`src/cache_ctrl_pkg.sv`:
```
package cache_ctrl_pkg;

    // Source of the data written into a way
    typedef enum logic {
        cpu_wdata,
        mem_rdata
    } datamux_sel_t;

    // Source of the memory address
    typedef enum logic [1:0] {
        cpu_addr,
        way0_addr,
        way1_addr
    } addrmux_sel_t;

    // Controller states
    typedef enum logic [1:0] {
        idle,
        compare,
        write_back,
        allocate
    } ctrl_state_t;

endpackage

```
`src/cache_control.sv`:
```
`timescale 1ns/1ps

module cache_control (
    input  logic                         clk,
    input  logic                         rst_n,

    // CPU handshake
    input  logic                         read,
    input  logic                         write,
    output logic                         cpu_resp,

    // Datapath status
    input  logic                         hit,
    input  logic                         hit_way,
    input  logic                         lru_way,
    input  logic                         lru_dirty,

    // Memory handshake
    input  logic                         mem_resp,
    output logic                         mem_read,
    output logic                         mem_write,

    // Datapath strobes, one bit per way
    output logic [1:0]                   load_tag,
    output logic [1:0]                   set_valid,
    output logic [1:0]                   load_dirty,
    output logic [1:0]                   dirty_in,
    output logic [1:0]                   load_data,
    output logic                         load_lru,
    output logic                         lru_in,
    output cache_ctrl_pkg::datamux_sel_t datamux_sel,
    output cache_ctrl_pkg::addrmux_sel_t addrmux_sel
);

    cache_ctrl_pkg::ctrl_state_t state_q;
    cache_ctrl_pkg::ctrl_state_t state_d;

    always_ff @(posedge clk or negedge rst_n) begin
        if (!rst_n) begin
            state_q <= cache_ctrl_pkg::idle;
        end else begin
            state_q <= state_d;
        end
    end

    always_comb begin
        state_d     = state_q;
        cpu_resp    = 1'b0;
        mem_read    = 1'b0;
        mem_write   = 1'b0;
        load_tag    = 2'b00;
        set_valid   = 2'b00;
        load_dirty  = 2'b00;
        dirty_in    = 2'b00;
        load_data   = 2'b00;
        load_lru    = 1'b0;
        lru_in      = 1'b0;
        datamux_sel = cache_ctrl_pkg::cpu_wdata;
        addrmux_sel = cache_ctrl_pkg::cpu_addr;

        case (state_q)
            cache_ctrl_pkg::idle: begin
                if (read || write) begin
                    state_d = cache_ctrl_pkg::compare;
                end
            end

            cache_ctrl_pkg::compare: begin
                if (hit) begin
                    cpu_resp = 1'b1;
                    // Other way becomes the eviction candidate
                    load_lru = 1'b1;
                    lru_in   = ~hit_way;
                    if (write) begin
                        load_data[hit_way]  = 1'b1;
                        load_dirty[hit_way] = 1'b1;
                        dirty_in[hit_way]   = 1'b1;
                    end
                    state_d = cache_ctrl_pkg::idle;
                end else if (lru_dirty) begin
                    state_d = cache_ctrl_pkg::write_back;
                end else begin
                    state_d = cache_ctrl_pkg::allocate;
                end
            end

            cache_ctrl_pkg::write_back: begin
                // Victim address rebuilt from its stored tag
                mem_write   = 1'b1;
                addrmux_sel = lru_way ? cache_ctrl_pkg::way1_addr
                                      : cache_ctrl_pkg::way0_addr;
                if (mem_resp) begin
                    state_d = cache_ctrl_pkg::allocate;
                end
            end

            cache_ctrl_pkg::allocate: begin
                mem_read    = 1'b1;
                datamux_sel = cache_ctrl_pkg::mem_rdata;
                if (mem_resp) begin
                    load_data[lru_way]  = 1'b1;
                    load_tag[lru_way]   = 1'b1;
                    set_valid[lru_way]  = 1'b1;
                    load_dirty[lru_way] = 1'b1;
                    dirty_in[lru_way]   = 1'b0;
                    state_d             = cache_ctrl_pkg::compare;
                end
            end

            default: begin
                state_d = cache_ctrl_pkg::idle;
            end
        endcase
    end

    // Memory answers only a request that is still held
    assert property (@(posedge clk) disable iff (!rst_n) mem_resp |-> (mem_read || mem_write))
        else $error("mem_resp without a pending memory request");

    // Requester holds its request until the response
    assert property (@(posedge clk) disable iff (!rst_n) cpu_resp |-> (read || write))
        else $error("cpu_resp without a pending request");

endmodule

```
`config.mk`:
```
export PLATFORM = sky130hd
export DESIGN_NAME = cache_control
export DESIGN_NICKNAME = d
export VERILOG_FILES = /design/src/cache_ctrl_pkg.sv /design/src/cache_control.sv
export SDC_FILE = /design/constraint.sdc
export NUM_CORES = 1
export LEC_CHECK = 0
export CAP_MARGIN = 20
export CORE_AREA = 2 2 39 41
export CTS_CLUSTER_SIZE = 16
export DETAILED_ROUTE_END_ITERATION = 8
export DIE_AREA = 0 0 41 43
export DONT_BUFFER_PORTS = 1
export GPL_TIMING_DRIVEN = 0
export PLACE_DENSITY = 0.44
export SYNTH_ARGS = -nofsm -noshare
export SYNTH_HDL_FRONTEND = slang
export SYNTH_SLANG_ARGS = --single-unit
export TNS_END_PERCENT = 30
```
`constraint.sdc`:
```
create_clock -name clk -period 1.6 [get_ports clk]
set_input_delay 0.32 -clock clk [delete_from_list [all_inputs] [get_ports clk]]
set_output_delay 0.32 -clock clk [all_outputs]
set_load 0.02 [all_outputs]
```
==> out/results.ini, run 1 <==
[die]
num_io_pins=27
die_area_mm2=0.00176
die_h_um=43
die_x_um=41
initial_core_util_pct=23.4
rows=14
coreArea_mm2=0.00138

[synth]
async_flop_share_pct=100
synth.avg_cell_area_um2=8.53
synth_edf_count=0
synthFlopType=dfrtp_1
synth_commonest_cells=buf_4 (6), ha_1 (6), inv_1 (4), nor2_1 (4)
ys_types=19
yosysTopAreaCell=ha_1
synth.area.top_cells=ha_1 (23%), dfrtp_1 (15%), buf_4 (14%)
synth_area_um2=324
ys_ff_latch=2
synth.top_cell.area_share_pct=23.2
synth_nets=53
synthCells=38
synth-seq-area-share_pct=15.4
ys.warnings.count=0

[worst_setup_path]
start_kind=register
path_buf_inv=1
r2r_cells=5
slowest_stage=dfrtp_2
critical_path.top_delay_family=flip-flops
path_cells=ha_4 -> and3b_2 -> and2_4 -> o21a_4 -> buf_6
startpoint=state_q[0]
worst_setup_path_end_kind=output port
slowest_delay_ps=460
r2r-start=state_q[0]
arrival_ps=1640
critical_path_required_ps=1280
path_depth=5
cp_max_fo=6
setup.worst_path.class=reg2out

[cells_and_area]
diodes=0
reg_top3=state_q: 2 flops
layoutNonFillerInstCount=62
largest_register_ffs=2
drive_above_1_share_pct=69.6
finish.utilization_pct=37.8
fin_nets=63
area_growth_pct=61.4
fin_area_um2=523
nFillCells=141
regMostFlops=state_q

[timing]
hold_viol=0
setup_violations=10
finalCriticalPeriod_ps=1960
period_share_pct=123
relSlewSlack_pct=82.3
tns_ps=-1530
worst_slack_ps=-363
slew_violations=0
max_freq_mhz=509
worst_slew_pin_slew_ps=263
grt_setup_unrepaired=yes
hold_slack_ps=316
fin_worst_skew_ps=2.35

[power]
ir_drop_mv=0.615
p_sw_uw=338
powerDensity_mw_per_mm2=1470
power.leakage_nw=0.223
power_uw=769
swShare_pct=44.0
combPwrFrac_pct=69.9
pwr-share-clk_pct=14.1
internal_power_uw=431
p_seq_share_pct=15.9

[routing]
drt_iter0_drc=2
wl_um=746
viasPerCell=4.52
drt_first_pass_iters=2
via_count=280
wire_per_inst_um=12.0
ant_nets=0
drc=0

[status]
violations=setup timing
outcome=finished, violations left

[place]
placed_cells=54
port_buffers=0
pre_cts_slack_ps=-244
globalplace.congestion=0.606
dpl_cell_area_um2=379
dp_hpwl_um=606

[min_path]
min_from=mem_resp
hold_path_depth=2
min_path_type=in2reg

[clock_tree]
clk_latency_ps=220
cts_buffers=3
cts_buffer_depth=2
clk_pin_slew_ps=30
h-tree-depth=1
root_buffer=clkbuf_4
cts_sinks=2
cts_tree=done

[global_routing]
grt_pass1_wl_mm=1.10
track_usage_pct=9.42
grt_pass1_vias=301
overflow=0
antenna_found_initial=0
grt_max_degree=7

[flow_run]
max-cap-violations=0

[cell usage in the layout (no fill, tap or decap), types with 2 or more instances in the layout]
cell      n
ha_1      2
nor2_1    2
ha_4      3
buf_6     3
and2_4    2
clkbuf_4  3
buf_4     6
and3_4    2
nor2_4    2
dfrtp_2   2
inv_1     3
[repair_timing]
item	in CTS	in global routing
hold buffers	1	0
endpoints found under the setup margin	13	12
resized for setup	17	0
pin swaps	9	2
hold endpoints to repair	2	0
setup buffers	4	0
[power groups by stage]
stage	Sequential, mW	Combinational (mW)	Clock, mW
finish	0.123	0.538	0.109
global route	0.126	0.585	0.124
CTS	0.122	0.546	0.117
detailed placement	0.107	0.406	0
global placement	0.104	0.402	0
floorplan	0.0985	0.359	0
[worst register-to-register path, cell delays in order (launching register included)]
cell and delay [ps]:
dfrtp_2 460, inv_1 110, ha_2 290, nor2_1 70, o2bb2ai_2 180, mux2_1 340
[cell families (layout without fill, tap and decap cells)]
family | Yosys count | count (layout) | synth area share, %
AND/OR/NAND/NOR | 13 | 13 | 22.8
adder cells (fa/ha/maj) | 6 | 6 | 23.2
buffers and inverters | 10 | 18 | 18.5
multiplexers | 2 | 2 | 6.56
flip-flops | 2 | 2 | 15.4
AO/OA/AOI/OAI | 5 | 5 | 13.5
[metal layers]
| layer | up-vias | global-route usage (%) | wire, um |
|---|---|---|---|
| met5 | - | 0 | 0 |
| met4 | 0 | 8.00 | 0 |
| met3 | 0 | 2.62 | 67 |
| met2 | 14 | 15.0 | 407 |
| met1 | 128 | 9.27 | 270 |
| li1 | 138 | - | - |
[final cells by class]
cell class / instances / area [um2] / area share [%]
Multi-Input combinational cell: 26 / 302 / 57.7
Buffer: 6 / 56.3 / 10.8
Sequential cell: 2 / 52.6 / 10.0
Timing Repair Buffer: 5 / 52.6 / 10.0
Clock buffer: 3 / 22.5 / 4.31
Tap cell: 16 / 20.0 / 3.83
Inverter: 4 / 17.5 / 3.35
[worst paths after layout]
path	slack, ps	endpoint
setup / recovery	-360	load_dirty[0]
hold / removal	320	state_q[1]
setup reg to reg	20	state_q[0]
hold reg to reg	640	state_q[0]
max in group asynchronous	1130	state_q[1]
min in group asynchronous	330	state_q[0]
Note: power is estimated with default switching activity, not from simulation.
==> run 2: changes to the inputs <==
--- a/config.mk
+++ b/config.mk
@@ -12,7 +12,7 @@
 export DIE_AREA = 0 0 41 43
 export DONT_BUFFER_PORTS = 1
 export GPL_TIMING_DRIVEN = 0
-export PLACE_DENSITY = 0.44
+export PLACE_DENSITY = 0.43
 export SYNTH_ARGS = -nofsm -noshare
 export SYNTH_HDL_FRONTEND = slang
 export SYNTH_SLANG_ARGS = --single-unit
==> constraint.sdc (replaced) <==
create_clock -name clk -period 1.9 [get_ports clk]
set_input_delay 0.38 -clock clk [delete_from_list [all_inputs] [get_ports clk]]
set_output_delay 0.38 -clock clk [all_outputs]
set_load 0.02 [all_outputs]
==> run 2 against run 1 <==
The run still ends with setup timing left; sequential power fell by 14%; flip-flop and latch count did not move; setup slack improved by 230 ps; register-to-register slack improved by 210 ps; worst hold slack improved by 57 ps; clock power fell by 15%; largest cell class unchanged; highest routed layer unchanged.
==> out/results.ini, run 2 (synthesis gave the netlist of run 1 again) <==
[status]
outcome=finished, violations left
violations=setup timing

[global_routing]
gr-usage-met3_pct=2.62
grt_max_degree=7
track_usage_pct=8.14
met2_usage_pct=11.6
antenna_found_initial=0
grt_pass1_vias=267
grt_util_met1_pct=10.6
overflow=0
grt_pass1_wl_um=959
grt.busiest_layer=met2

[routing]
drc=0
wl_um=674
ant_nets=0
drt_iter0_drc=0
drt_first_pass_iters=1
wire_per_inst_um=11.6
via_count=260
viasPerCell=4.48

[min_path]
min_path_type=in2reg
min_from=mem_resp
hold_path_depth=2
hold_end=state_q[1]

[timing]
relSlewSlack_pct=77.0
finalCriticalPeriod_ps=2030
grt_setup_unrepaired=yes
hold_slack_ps=373
max_freq_mhz=493
setup_violations=3
hold_viol=0
slew_violations=0
worst_slew_pin_slew_ps=346
worst_slack_ps=-130
fin_worst_skew_ps=1.98
period_share_pct=107

[place]
dp_hpwl_um=556
port_buffers=0
globalplace.congestion=0.744

[cells_and_area]
regMostFlops=state_q
reg_top3=state_q: 2 flops
finish.utilization_pct=32.3
fin_nets=59
diodes=0
nFillCells=157
largest_register_ffs=2
area_growth_pct=37.8
layout.cells.most_common=buf_4
drive_above_1_share_pct=61.9
most-common-layout-cells=buf_4 (4), inv_1 (3), ha_1 (3), clkbuf_4 (3)

[die]
num_io_pins=27
rows=14
die_h_um=43
die_x_um=41
die_area_mm2=0.00176
coreArea_mm2=0.00138
initial_core_util_pct=23.4

[worst_setup_path]
cp_max_fo=6
path_cells=ha_4 -> and3b_2 -> and2_4 -> o21a_4 -> buf_6
arrival_ps=1650
start_kind=register
r2r_cells=5
slowest_stage=dfrtp_2
setup.worst_path.class=reg2out
worst_setup_path_end_kind=output port
rr_endpoint=state_q[0]
r2r_slack_ps=230
r2r-start=state_q[0]
slowest_delay_ps=460
critical_path_required_ps=1520

[clock_tree]
cts_buffer_depth=2
root_buffer=clkbuf_4
cts_buffers=3
cts_sinks=2
clk_pin_slew_ps=30
clk_latency_ps=220
cts_tree=done
h-tree-depth=1

[power]
powerDensity_mw_per_mm2=1240
ir_drop_mv=0.638
power.leakage_nw=0.200

[flow_run]
max-cap-violations=0

## run 2: cell count changes in the layout (fill, tap and decap cells not counted), sizes merged
cell / previous run / this run
buf: 10 / 6
## run 2: how the worst max path moves through the flow
stage	start	endpoint	slack, ps	depth (start not counted)
after floorplan	state_q[1]	load_dirty[0]	-20	6
after global placement	state_q[1]	load_dirty[0]	-120	6
after detailed placement	state_q[1]	load_dirty[0]	-120	6
after CTS	state_q[1]	load_dirty[0]	-150	6
after global routing	state_q[1]	load_dirty[0]	-200	6
final	state_q[0]	load_dirty[0]	-130	5
## run 2: layout make-up
type | count | area [um2] | share of cell area (%)
inverter | 4 | 17.5 | 3.92
buffer | 6 | 52.6 | 11.8
timing repair buffer | 1 | 10.0 | 2.24
sequential | 2 | 52.6 | 11.8
multi-input combinational | 26 | 272 | 60.8
clock buffer | 3 | 22.5 | 5.04
tap | 16 | 20.0 | 4.48
## run 2: stage by stage
stage                     setup WS, ps  cells  total power [mW]  cell area (um2)  setup TNS [ps]
after global placement            -124     54             0.410              359            -153
final                             -130     58             0.552              447            -250
after floorplan                  -15.6     38             0.365              339           -15.6
after detailed placement          -118     54             0.409              359            -145
after CTS                         -148     58             0.568              445            -321
after global routing              -199     58             0.607              447            -645
## run 2: worst max-delay path: cells and delay by family, from the launching register on
kind,cells,cell delay (ps)
adders and majority gates,1,180
AOI/OAI and AO/OA,1,230
buffers and inverters,1,130
DFF,1,460
and+or+nand+nor,2,420
## run 2: timing repair
action                                  in CTS  in global routing
hold buffers                                 1                  0
endpoints found under the setup margin       7                  7
hold endpoints to repair                     2                  0
setup buffers                                0                  0
resized for setup                           16                  1
pin swaps                                    6                  0
## run 2: where the power goes
part / internal, mW / total, mW / switching (mW)
registers: 0.0646 / 0.106 / 0.0412
logic: 0.158 / 0.354 / 0.196
clock network: 0.0696 / 0.0926 / 0.0230
## run 2: routing by layer
| metal | wire length [um] | up-vias |
|---|---|---|
| met5 | 0 | - |
| met4 | 0 | 0 |
| met3 | 74 | 0 |
| met2 | 313 | 18 |
| met1 | 286 | 114 |
| li1 | - | 128 |
==> run 3: changes to the inputs <==
--- a/config.mk
+++ b/config.mk
@@ -7,6 +7,7 @@
 export LEC_CHECK = 0
 export CAP_MARGIN = 20
 export CORE_AREA = 2 2 39 41
+export CTS_BUF_LIST = sky130_fd_sc_hd__clkbuf_8
 export CTS_CLUSTER_SIZE = 16
 export DETAILED_ROUTE_END_ITERATION = 8
 export DIE_AREA = 0 0 41 43
==> run 3 against run 2 <==
The flow still finishes with violations (setup timing); largest cell class unchanged; clock-buffer cell count unchanged; highest routed layer unchanged; critical path depth unchanged; largest power group unchanged; maximum frequency increased by 0.74%; flip-flop and latch count unchanged.
==> out/results.ini, run 3 (synthesis gave the netlist of run 1 again) <==
[routing]
viasPerCell=4.50
ant_nets=0
wl_um=671
via_count=261
drc=0
wire_per_inst_um=11.6
drt_first_pass_iters=1
drt_iter0_drc=0

[power]
internal_power_uw=355
pwr-share-clk_pct=26.2
p_sw_uw=267
powerDensity_mw_per_mm2=1340
p_seq_share_pct=17.0
combPwrFrac_pct=56.8
ir_drop_mv=0.640
power.leakage_nw=0.209
power_uw=622
swShare_pct=42.9

[clock_tree]
clk_latency_ps=210
cts_setup_buffers=0
cts_sinks=2
cts_buffers=3
clk_pin_slew_ps=30
h-tree-depth=1
cts_buffer_depth=2
cts_tree=done
root_buffer=clkbuf_8

[timing]
relSlewSlack_pct=77.0
fin_worst_skew_ps=0.485
tns_ps=-209
worst_slack_ps=-115
hold_viol=0
slew_violations=0
finalCriticalPeriod_ps=2020
setup_violations=2
period_share_pct=106
worst_slew_pin_slew_ps=345
max_freq_mhz=496
grt_setup_unrepaired=yes

[worst_setup_path]
start_kind=register
r2r_cells=5
cp_max_fo=6
critical_path_required_ps=1520
setup.worst_path.class=reg2out
worst_setup_path_end_kind=output port
arrival_ps=1640

[min_path]
hold_path_depth=2
min_path_type=in2reg

[die]
die_x_um=41
coreArea_mm2=0.00138
initial_core_util_pct=23.4
die_area_mm2=0.00176
rows=14
die_h_um=43
num_io_pins=27

[global_routing]
track_usage_pct=8.14
antenna_found_initial=0
grt_pass1_wl_um=959
grt_pass1_vias=267
grt_max_degree=7
overflow=0

[status]
outcome=finished, violations left
violations=setup timing

[cells_and_area]
most-common-layout-cells=buf_4 (4), inv_1 (3), ha_1 (3), clkbuf_8 (3)
area_growth_pct=43.2
finish.utilization_pct=33.5
drive_above_1_share_pct=59.5
regMostFlops=state_q
fin_nets=59
reg_top3=state_q: 2 flops
diodes=0
largest_register_ffs=2
layout.cells.most_common=buf_4

[flow_run]
max-cap-violations=0

[place]
pre_cts_slack_ps=-118
port_buffers=0
dp_hpwl_um=556
globalplace.congestion=0.744

-- run 3: cell counts in the layout (fill, tap and decap cells not counted) --
Identical to the previous run, type by type.
-- run 3: final timing paths --
kind | start | end | slack (ps)
setup reg to reg | state_q[0] | state_q[0] | 230
setup / recovery | state_q[0] | load_dirty[0] | -120
hold reg to reg | state_q[0] | state_q[0] | 640
max in group asynchronous | rst_n | state_q[0] | 1360
hold / removal | mem_resp | state_q[1] | 390
min in group asynchronous | rst_n | state_q[1] | 410
-- run 3: final cells by class --
cell class,count,area [um2]
inverters,4,17.5
well taps,16,20.0
flip-flops and latches,2,52.6
multi-input cells,26,270
clock buffers,3,41.3
repair buffers,1,10.0
plain buffers,6,52.6
fillers,154,920
-- run 3: layer usage --
metal	vias up	part of all wire (%)	global-route usage (%)
met2	18	45	11.6
met4	0	0	4.00
met3	0	12	2.62
met5	-	0	0
li1	129	-	-
met1	114	43	10.6
-- run 3: critical path, cell delays in order (launching register included) --
cell and delay [ps]:
dfrtp_2 460, ha_4 180, and3b_2 240, and2_4 180, o21a_4 230, buf_6 130
-- run 3: metrics by stage --
step	hold slack, ps	instance area, um2	std cells
finish	390	464	58
global route	401	464	58
CTS	391	464	58
detailed placement	84.5	359	54
global placement	84.5	359	54
floorplan	84.4	339	38
-- run 3: what timing repair did --
item	CTS	global route
cloned	0	0
hold endpoints to repair	2	0
hold buffers	1	0
gates resized for setup	16	0
endpoints found under the setup margin	6	6
pin swaps	6	1
-- run 3: power groups by stage --
stage / sequential, mW / clock (mW) / combinational, mW
after floorplan: 0.0808 / 0 / 0.284
after global placement: 0.0878 / 0 / 0.322
after detailed placement: 0.0871 / 0 / 0.322
after CTS: 0.107 / 0.170 / 0.362
after global routing: 0.112 / 0.173 / 0.394
final: 0.106 / 0.163 / 0.353
